File: config.mk
export PLATFORM = sky130hd
export DESIGN_NAME = mips_exmem_pipe
export DESIGN_NICKNAME = d
export VERILOG_FILES = /design/src/hw/mips_pkg.sv /design/src/hw/mips_alu.sv /design/src/hw/mips_exmem_pipe.sv /design/src/hw/mips_load_align.sv /design/src/hw/mips_store_align.sv
export SDC_FILE = /design/constraint.sdc
export NUM_CORES = 1
export LEC_CHECK = 0
export BUFFER_PORTS_ARGS = -buffer_cell sky130_fd_sc_hd__buf_2
export CELL_PAD_IN_SITES_DETAIL_PLACEMENT = 1
export CELL_PAD_IN_SITES_GLOBAL_PLACEMENT = 2
export CORE_MARGIN = 8
export CORE_UTILIZATION = 40
export CTS_CLUSTER_SIZE = 24
export DETAILED_ROUTE_END_ITERATION = 8
export PLACE_DENSITY = 0.89
export SLEW_MARGIN = 5
export SYNTH_ARGS = -nofsm -noshare
export SYNTH_HDL_FRONTEND = slang
export SYNTH_HIERARCHICAL = 1
export SYNTH_SLANG_ARGS = --single-unit
File: constraint.sdc
create_clock -name clk -period 6.7 [get_ports clk]
set_clock_uncertainty 0.1 [all_clocks]
set_input_delay 0.335 -clock clk [delete_from_list [all_inputs] [get_ports clk]]
set_output_delay 0.335 -clock clk [all_outputs]
set_load 0.05 [all_outputs]
File: src/hw/mips_pkg.sv
// ********************
// shared widths, opcode enums, memory select union
// and the EX/MEM/WB stage structs
// ********************
package mips_pkg;

   // word geometry
   localparam int WORD_W = 32;
   localparam int LANES = WORD_W / 8;

   // immediate shift amount sits in bits 10:6 of operand b
   localparam int SHAMT_LSB = 6;
   localparam int SHAMT_MSB = 10;

   typedef logic [WORD_W-1:0] word_t;
   typedef logic [4:0] reg_idx_t;
   // word address, byte address bits 31:2
   typedef logic [WORD_W-3:0] mem_addr_t;
   // bit k enables lane k, little-endian
   typedef logic [LANES-1:0] byte_en_t;

   typedef enum logic [3:0] {
      ALU_ADD, ALU_SUB,
      ALU_SLL, ALU_SRL, ALU_SRA,
      ALU_SLLV, ALU_SRLV, ALU_SRAV,
      ALU_AND, ALU_OR, ALU_XOR, ALU_NOR,
      ALU_SLT, ALU_SLTU
   } alu_op_e;

   typedef enum logic [1:0] {
      MEM_NONE = 2'd0,
      MEM_LOAD = 2'd1,
      MEM_STORE = 2'd2
   } mem_kind_e;

   // lui rides on the load path so it shares the writeback mux
   typedef enum logic [2:0] {
      LD_LUI = 3'd0,
      LD_LB = 3'd1,
      LD_LH = 3'd2,
      LD_LW = 3'd3,
      LD_LBU = 3'd4,
      LD_LHU = 3'd5
   } load_sel_e;

   // same width as load_sel_e so both fit one union field
   typedef enum logic [2:0] {
      ST_SB = 3'd0,
      ST_SH = 3'd1,
      ST_SW = 3'd2
   } store_sel_e;

   // one field, decoded as load or store select by mem_kind
   typedef union packed {
      load_sel_e ld;
      store_sel_e st;
   } mem_sel_u;

   // decoded op with operands already read
   typedef struct packed {
      logic valid;
      reg_idx_t dest;
      alu_op_e alu_op;
      word_t op_a;
      word_t op_b;
      mem_kind_e mem_kind;
      mem_sel_u mem_sel;
      logic [15:0] imm16;
      word_t store_data;
   } issue_s;

   typedef struct packed {
      logic valid;
      reg_idx_t dest;
      mem_kind_e mem_kind;
      mem_sel_u mem_sel;
      logic [15:0] imm16;
      word_t alu_result;
      word_t store_data;
   } mem_stage_s;

   typedef struct packed {
      logic valid;
      reg_idx_t dest;
      word_t value;
   } result_s;

endpackage

File: src/hw/mips_alu.sv
// ********************
// execute stage ALU, purely combinational
// ********************
`timescale 1ns/1ps

module mips_alu (
   input mips_pkg::alu_op_e op,
   input mips_pkg::word_t a,
   input mips_pkg::word_t b,
   output mips_pkg::word_t y
);

   import mips_pkg::*;

   // shift amount for sll/srl/sra comes from the immediate field in b
   logic [4:0] shamt_imm;
   // variable shifts use low bits of a
   logic [4:0] shamt_var;
   logic lt_signed;
   logic lt_unsigned;

   assign shamt_imm = b[SHAMT_MSB:SHAMT_LSB];
   assign shamt_var = a[4:0];
   assign lt_signed = $signed(a) < $signed(b);
   assign lt_unsigned = a < b;

   always_comb
   begin
      y = '0;
      case (op)
         ALU_ADD: y = a + b;
         ALU_SUB: y = a - b;
         // immediate shifts act on a
         ALU_SLL: y = a << shamt_imm;
         ALU_SRL: y = a >> shamt_imm;
         ALU_SRA: y = word_t'($signed(a) >>> shamt_imm);
         // variable shifts act on b
         ALU_SLLV: y = b << shamt_var;
         ALU_SRLV: y = b >> shamt_var;
         ALU_SRAV: y = word_t'($signed(b) >>> shamt_var);
         ALU_AND: y = a & b;
         ALU_OR: y = a | b;
         ALU_XOR: y = a ^ b;
         ALU_NOR: y = ~(a | b);
         // compares give 0 or 1 in bit 0
         ALU_SLT: y = {{(WORD_W-1){1'b0}}, lt_signed};
         ALU_SLTU: y = {{(WORD_W-1){1'b0}}, lt_unsigned};
         default: y = '0;
      endcase
   end

endmodule

File: src/hw/mips_exmem_pipe.sv
// ********************
// EX, MEM and WB stages with stage registers
// and writeback select
// ********************
`timescale 1ns/1ps

module mips_exmem_pipe (
   input logic clk,
   input logic rst_b,
   input mips_pkg::issue_s issue,
   output mips_pkg::mem_addr_t mem_addr,
   output mips_pkg::word_t mem_wdata,
   output mips_pkg::byte_en_t mem_be,
   input mips_pkg::word_t mem_rdata,
   output mips_pkg::result_s result
);

   import mips_pkg::*;

   // stage registers
   issue_s ex_q;
   mem_stage_s mem_q;
   result_s wb_q;

   word_t alu_y;
   word_t load_value;
   word_t wb_value;
   logic [1:0] byte_off;
   logic store_active;
   load_sel_e ld_sel;
   store_sel_e st_sel;

   // EX stage
   always_ff @(posedge clk or negedge rst_b)
   begin
      if (!rst_b)
         ex_q <= '0;
      else
         ex_q <= issue;
   end

   mips_alu alu_i (
      .op (ex_q.alu_op),
      .a (ex_q.op_a),
      .b (ex_q.op_b),
      .y (alu_y)
   );

   // MEM stage where the alu result doubles as the byte address
   always_ff @(posedge clk or negedge rst_b)
   begin
      if (!rst_b)
      begin
         mem_q <= '0;
      end
      else
      begin
         mem_q.valid <= ex_q.valid;
         mem_q.dest <= ex_q.dest;
         mem_q.mem_kind <= ex_q.mem_kind;
         mem_q.mem_sel <= ex_q.mem_sel;
         mem_q.imm16 <= ex_q.imm16;
         mem_q.alu_result <= alu_y;
         mem_q.store_data <= ex_q.store_data;
      end
   end

   assign mem_addr = mem_q.alu_result[WORD_W-1:2];
   assign byte_off = mem_q.alu_result[1:0];
   assign store_active = mem_q.valid && (mem_q.mem_kind == MEM_STORE);

   // decode the shared select field according to mem_kind
   always_comb
   begin
      ld_sel = LD_LW;
      st_sel = ST_SW;
      if (mem_q.mem_kind == MEM_LOAD)
         ld_sel = mem_q.mem_sel.ld;
      if (mem_q.mem_kind == MEM_STORE)
         st_sel = mem_q.mem_sel.st;
   end

   mips_store_align store_align_i (
      .valid (store_active),
      .sel (st_sel),
      .byte_off (byte_off),
      .data (mem_q.store_data),
      .wdata (mem_wdata),
      .be (mem_be)
   );

   // mem_rdata is combinational, so the load completes in MEM
   mips_load_align load_align_i (
      .sel (ld_sel),
      .byte_off (byte_off),
      .imm16 (mem_q.imm16),
      .rdata (mem_rdata),
      .value (load_value)
   );

   assign wb_value = (mem_q.mem_kind == MEM_LOAD) ? load_value : mem_q.alu_result;

   // WB stage that drops stores since they write no register
   always_ff @(posedge clk or negedge rst_b)
   begin
      if (!rst_b)
      begin
         wb_q <= '0;
      end
      else
      begin
         wb_q.valid <= mem_q.valid && (mem_q.mem_kind != MEM_STORE);
         wb_q.dest <= mem_q.dest;
         wb_q.value <= wb_value;
      end
   end

   assign result = wb_q;

   a_result_valid_known: assert property (@(posedge clk) disable iff (!rst_b)
      !$isunknown(result.valid));

   // issue edge plus three is where the result would appear
   a_store_no_result: assert property (@(posedge clk) disable iff (!rst_b)
      (issue.valid && issue.mem_kind == MEM_STORE) |-> ##3 !result.valid);

   // the unused kind code 11 would mark an op as both load and store
   a_kind_single: assert property (@(posedge clk) disable iff (!rst_b)
      mem_q.valid |-> (mem_q.mem_kind inside {MEM_NONE, MEM_LOAD, MEM_STORE}));

endmodule

File: src/hw/mips_load_align.sv
// ********************
// load lane extract, sign/zero extend, lui
// ********************
`timescale 1ns/1ps

module mips_load_align (
   input mips_pkg::load_sel_e sel,
   input logic [1:0] byte_off,
   input logic [15:0] imm16,
   input mips_pkg::word_t rdata,
   output mips_pkg::word_t value
);

   import mips_pkg::*;

   // read word moved down so the addressed lane lands in bits 7:0
   word_t lane_data;

   // lane k is at bits 8k+7:8k
   assign lane_data = rdata >> {byte_off, 3'b000};

   always_comb
   begin
      value = '0;
      case (sel)
         // upper half from the immediate, no memory data
         LD_LUI: value = {imm16, 16'h0000};
         LD_LB: value = {{24{lane_data[7]}}, lane_data[7:0]};
         LD_LH: value = {{16{lane_data[15]}}, lane_data[15:0]};
         // word access is aligned, take it unshifted
         LD_LW: value = rdata;
         LD_LBU: value = {24'h000000, lane_data[7:0]};
         LD_LHU: value = {16'h0000, lane_data[15:0]};
         default: value = '0;
      endcase
   end

endmodule

File: src/hw/mips_store_align.sv
// ********************
// store lane placement and byte enables
// ********************
`timescale 1ns/1ps

module mips_store_align (
   input logic valid,
   input mips_pkg::store_sel_e sel,
   input logic [1:0] byte_off,
   input mips_pkg::word_t data,
   output mips_pkg::word_t wdata,
   output mips_pkg::byte_en_t be
);

   import mips_pkg::*;

   // lane shift in bits
   logic [4:0] bit_off;

   assign bit_off = {byte_off, 3'b000};

   always_comb
   begin
      wdata = data;
      be = '0;
      case (sel)
         // low byte into lane byte_off
         ST_SB:
         begin
            wdata = {24'h000000, data[7:0]} << bit_off;
            be = byte_en_t'(1) << byte_off;
         end
         // low half into lanes byte_off and byte_off+1
         ST_SH:
         begin
            wdata = {16'h0000, data[15:0]} << bit_off;
            be = byte_en_t'(3) << byte_off;
         end
         ST_SW: be = {LANES{1'b1}};
         default: be = '0;
      endcase
      // no write unless a store is in MEM
      if (!valid)
         be = '0;
   end

   // no exception path, so a misaligned store must never arrive
   a_store_aligned: assert final (!valid
      || ((sel != ST_SH || !byte_off[0]) && (sel != ST_SW || byte_off == 2'd0)))
      else $error("misaligned store sel=%0d off=%0d", sel, byte_off);

endmodule

==> results.toml <==
[worst_setup_path]
critical_path_required_ns = 7.09
path_buf_inv = 2
r2r-end = "mem_addr[24]"
slowest_stage = "a311oi_1"
r2r_start = "ex_q[88]"
worst_setup_path_end_kind = "register"
arrival_ns = 5.24
crit_type = "reg2reg"
rr_worst_depth = 11
startpoint_type = "register"
path_cells = "inv_1, buf_4, ha_1, a21oi_1, a21oi_1, o21ai_0, a31oi_1, a311oi_1, o21ai_0, a2111oi_1, o211ai_1"
cpPeakStageDelay_ns = 0.89
crit_fanout = 30
critPathTopFamily = "compound AO/OA/AOI/OAI gates"
rrSetupSlack_ns = 1.85
startpoint = "ex_q[88]"

[sta]
finalCritPeriodShare_pct = 72.4
setup_violations = 0
rsz0062_at_grt = "false"
relSlewSlack_pct = 15.4
report.final.slew_viol_count = 0
worst_pin_slew_ns = 1.27
fmax_mhz = 206
period_minus_slack_ns = 4.85
whs_ns = 0.100
final_hold_viol_count = 0
fin_setup_tns_ns = 0

[pwr]
powerDensity_mw_per_mm2 = 209
p_leak_nw = 11.3
ir_worst_vdd_v = 0.000185

[synthesis]
ys_ff_latch = 256
syn-cell-area_mm2 = 0.0225
ys.warnings.count = 6
async_flop_share_pct = 100
syn_area_per_cell_um2 = 8.88
synth_nets = 2802
ys_seq_area_share_pct = 28.4
synth_ff_type = "dfrtp_1"
synth_edf_count = 0
synthDistinctLibCells = 98
syn_inst = 2538

[global_routing]
overflow = 0
first_global_vias = 24304
grtUsageTotal_pct = 36.6
grt_pass1_wl_mm = 174
antenna_found_initial = 8
grt_max_degree = 101

[drt]
route.detailed.drc = 0
wl_per_cell_um = 34.1
vias = 23801
route.antenna.remaining_nets = 0
drtPass1Iterations = 8
viasPerCell = 6.69
postRouteWirelength_mm = 121
drt_iter0_markers = 2613

[min_path]
hold_depth = 4
hold_path_startpoint = "mem_rdata[7]"
hold_class = "in2reg"
hold_end = "result[7]"

[clock_network]
cts.reportedPaths.clkPinSlew_ns = 0.06
cts_root_buffer = "clkbuf_16"
clock_latency_ns = 0.64
cts-resized-gates = 0
clk_path_buf_depth = 3
htree_levels = 1
clkSinkCount = 256
cts_tree = "built"
cts_inserted_buffers = 29

[cells_and_area]
multi_input_area_mm2 = 0.0145
final_area_mm2 = 0.0263
fillers = 6539
areaGrowthSynthToFinish_pct = 16.6
final_nets = 3042
drive_gt1_share_pct = 20.9
seq_area_mm2 = 0.00643

[die]
die_h_um = 253
die_area_mm2 = 0.0642
core-area_mm2 = 0.0561
num_rows = 87
initial_core_util_pct = 40.2
io_pins = 265
die_x_um = 253

[placed_design]
post-dp-hpwl_mm = 89.0
portBuffers = 264
place_area_mm2 = 0.0240
place_congestion = 1.03

[flow_run]
maxCapViolCount = 0

[status]
status = "finished, final reports clean"
-- cells in the final DEF (no fill, tap or decap), types with 44 or more instances in the layout --
master / netlist / final
buf_2: 40 / 263
nand2_1: 219 / 218
ha_1: 101 / 101
a21oi_1: 178 / 178
nor2_1: 244 / 244
inv_1: 106 / 106
nand3_1: 61 / 61
buf_4: 36 / 57
mux4_2: 85 / 85
mux2_2: 49 / 49
mux2i_1: 97 / 97
dlygate4sd3_1: 0 / 128
o21ai_0: 187 / 187
dfrtp_1: 256 / 245
a211oi_1: 44 / 44
nor3_1: 45 / 44
-- per-layer routing --
metal  global-route usage, %  up-vias  wire [um]
met5                   0.386        -         91
met4                    20.9       10       8420
met3                    5.66      311       9730
met2                    59.5     1382      55800
met1                    46.1    12164      47300
li1                        -     9934          -
-- state kept, by name (all words and copies together), names as in the netlist --
| name | count |
|---|---|
| ex_q | 127 |
| byte_off | 2 |
| mem_q | 59 |
| mem_addr | 30 |
| result | 38 |
-- cells in the mapped netlist (26+ instances only) --
| cell | count | share of area (%) |
|---|---|---|
| dfrtp_1 | 256 | 28 |
| nor2_1 | 244 | 4.1 |
| nand2_1 | 219 | 3.6 |
| o21ai_0 | 187 | 4.2 |
| a21oi_1 | 178 | 4.0 |
| clkbuf_1 | 121 | 2.0 |
| inv_1 | 106 | 1.8 |
| ha_1 | 101 | 5.6 |
| mux2i_1 | 97 | 4.3 |
| mux4_2 | 85 | 8.5 |
| nand3_1 | 61 | 1.4 |
| mux2_2 | 49 | 2.4 |
| nor3_1 | 45 | 1.0 |
| a211oi_1 | 44 | 1.5 |
| buf_2 | 40 | 0.89 |
| a22oi_1 | 38 | 1.3 |
| o211ai_1 | 38 | 1.3 |
| buf_4 | 36 | 1.2 |
| nor2b_1 | 28 | 0.78 |
| mux2_4 | 27 | 1.8 |
| buf_1 | 26 | 0.43 |
| o22ai_1 | 26 | 0.72 |
-- worst reg2reg max path, stage by stage, from the launching register on --
cell,delay (ns)
dfrtp_2,0.40
inv_1,0.06
buf_4,0.38
ha_1,0.46
a21oi_1,0.57
a21oi_1,0.20
o21ai_0,0.50
a31oi_1,0.36
a311oi_1,0.89
o21ai_0,0.18
a2111oi_1,0.46
o211ai_1,0.15
-- per-stage QoR --
step | utilization [%] | cells | worst slack [ns] | power, mW
after global placement | 42.9 | 3375 | 2.11 | 3.71
after CTS | 46.8 | 3556 | 2.03 | 5.44
after floorplan | - | 2538 | 2.63 | 3.08
after global routing | 46.9 | 3559 | 1.73 | 5.65
after detailed placement | 42.9 | 3375 | 2.03 | 3.74
final | 46.9 | 3560 | 1.85 | 5.48
-- how the worst max path moves through the flow --
stage	slack [ns]	end	depth (start not counted)
2_1_floorplan	2.63	mem_addr[21]	14
3_3_place_gp	2.11	mem_addr[24]	10
3_5_place_dp	2.03	mem_addr[24]	11
4_1_cts	2.03	mem_addr[24]	10
5_1_grt	1.73	mem_addr[24]	11
6_report	1.85	mem_addr[24]	11
-- what timing repair did --
action	in CTS	in global routing
hold endpoints to repair	224	0
buffers inserted	0	0
hold buffers	128	0
endpoints found under the setup margin	0	0
-- layout make-up --
cell class	count	area share [%]
well taps	756	3.60
clock inverters	13	0.533
flip-flops and latches	256	24.5
multi-input cells	1932	55.2
diodes	4	0.0381
repair buffers	449	11.6
clock buffers	40	3.03
inverters	110	1.57
-- cells by family (layout without fill, tap and decap cells) --
| family | Yosys count | after routing | share of synthesized area, % |
|---|---|---|---|
| buffers and inverters | 350 | 612 | 7.34 |
| DFF | 256 | 256 | 28.4 |
| other | 0 | 4 | 0 |
| adders and majority gates | 103 | 103 | 5.78 |
| muxes | 273 | 273 | 18.8 |
| and+or+nand+nor | 781 | 781 | 16.9 |
| AOI/OAI and AO/OA | 775 | 775 | 22.8 |
-- power breakdown --
| group | switching (mW) | internal [mW] | leakage (nW) |
|---|---|---|---|
| Combinational | 1.36 | 0.650 | 7.85 |
| Clock | 0.719 | 0.911 | 0.462 |
| Sequential | 0.167 | 1.67 | 3.01 |
| Total | 2.25 | 3.23 | 11.3 |
Power figures use the tool's default switching activity.
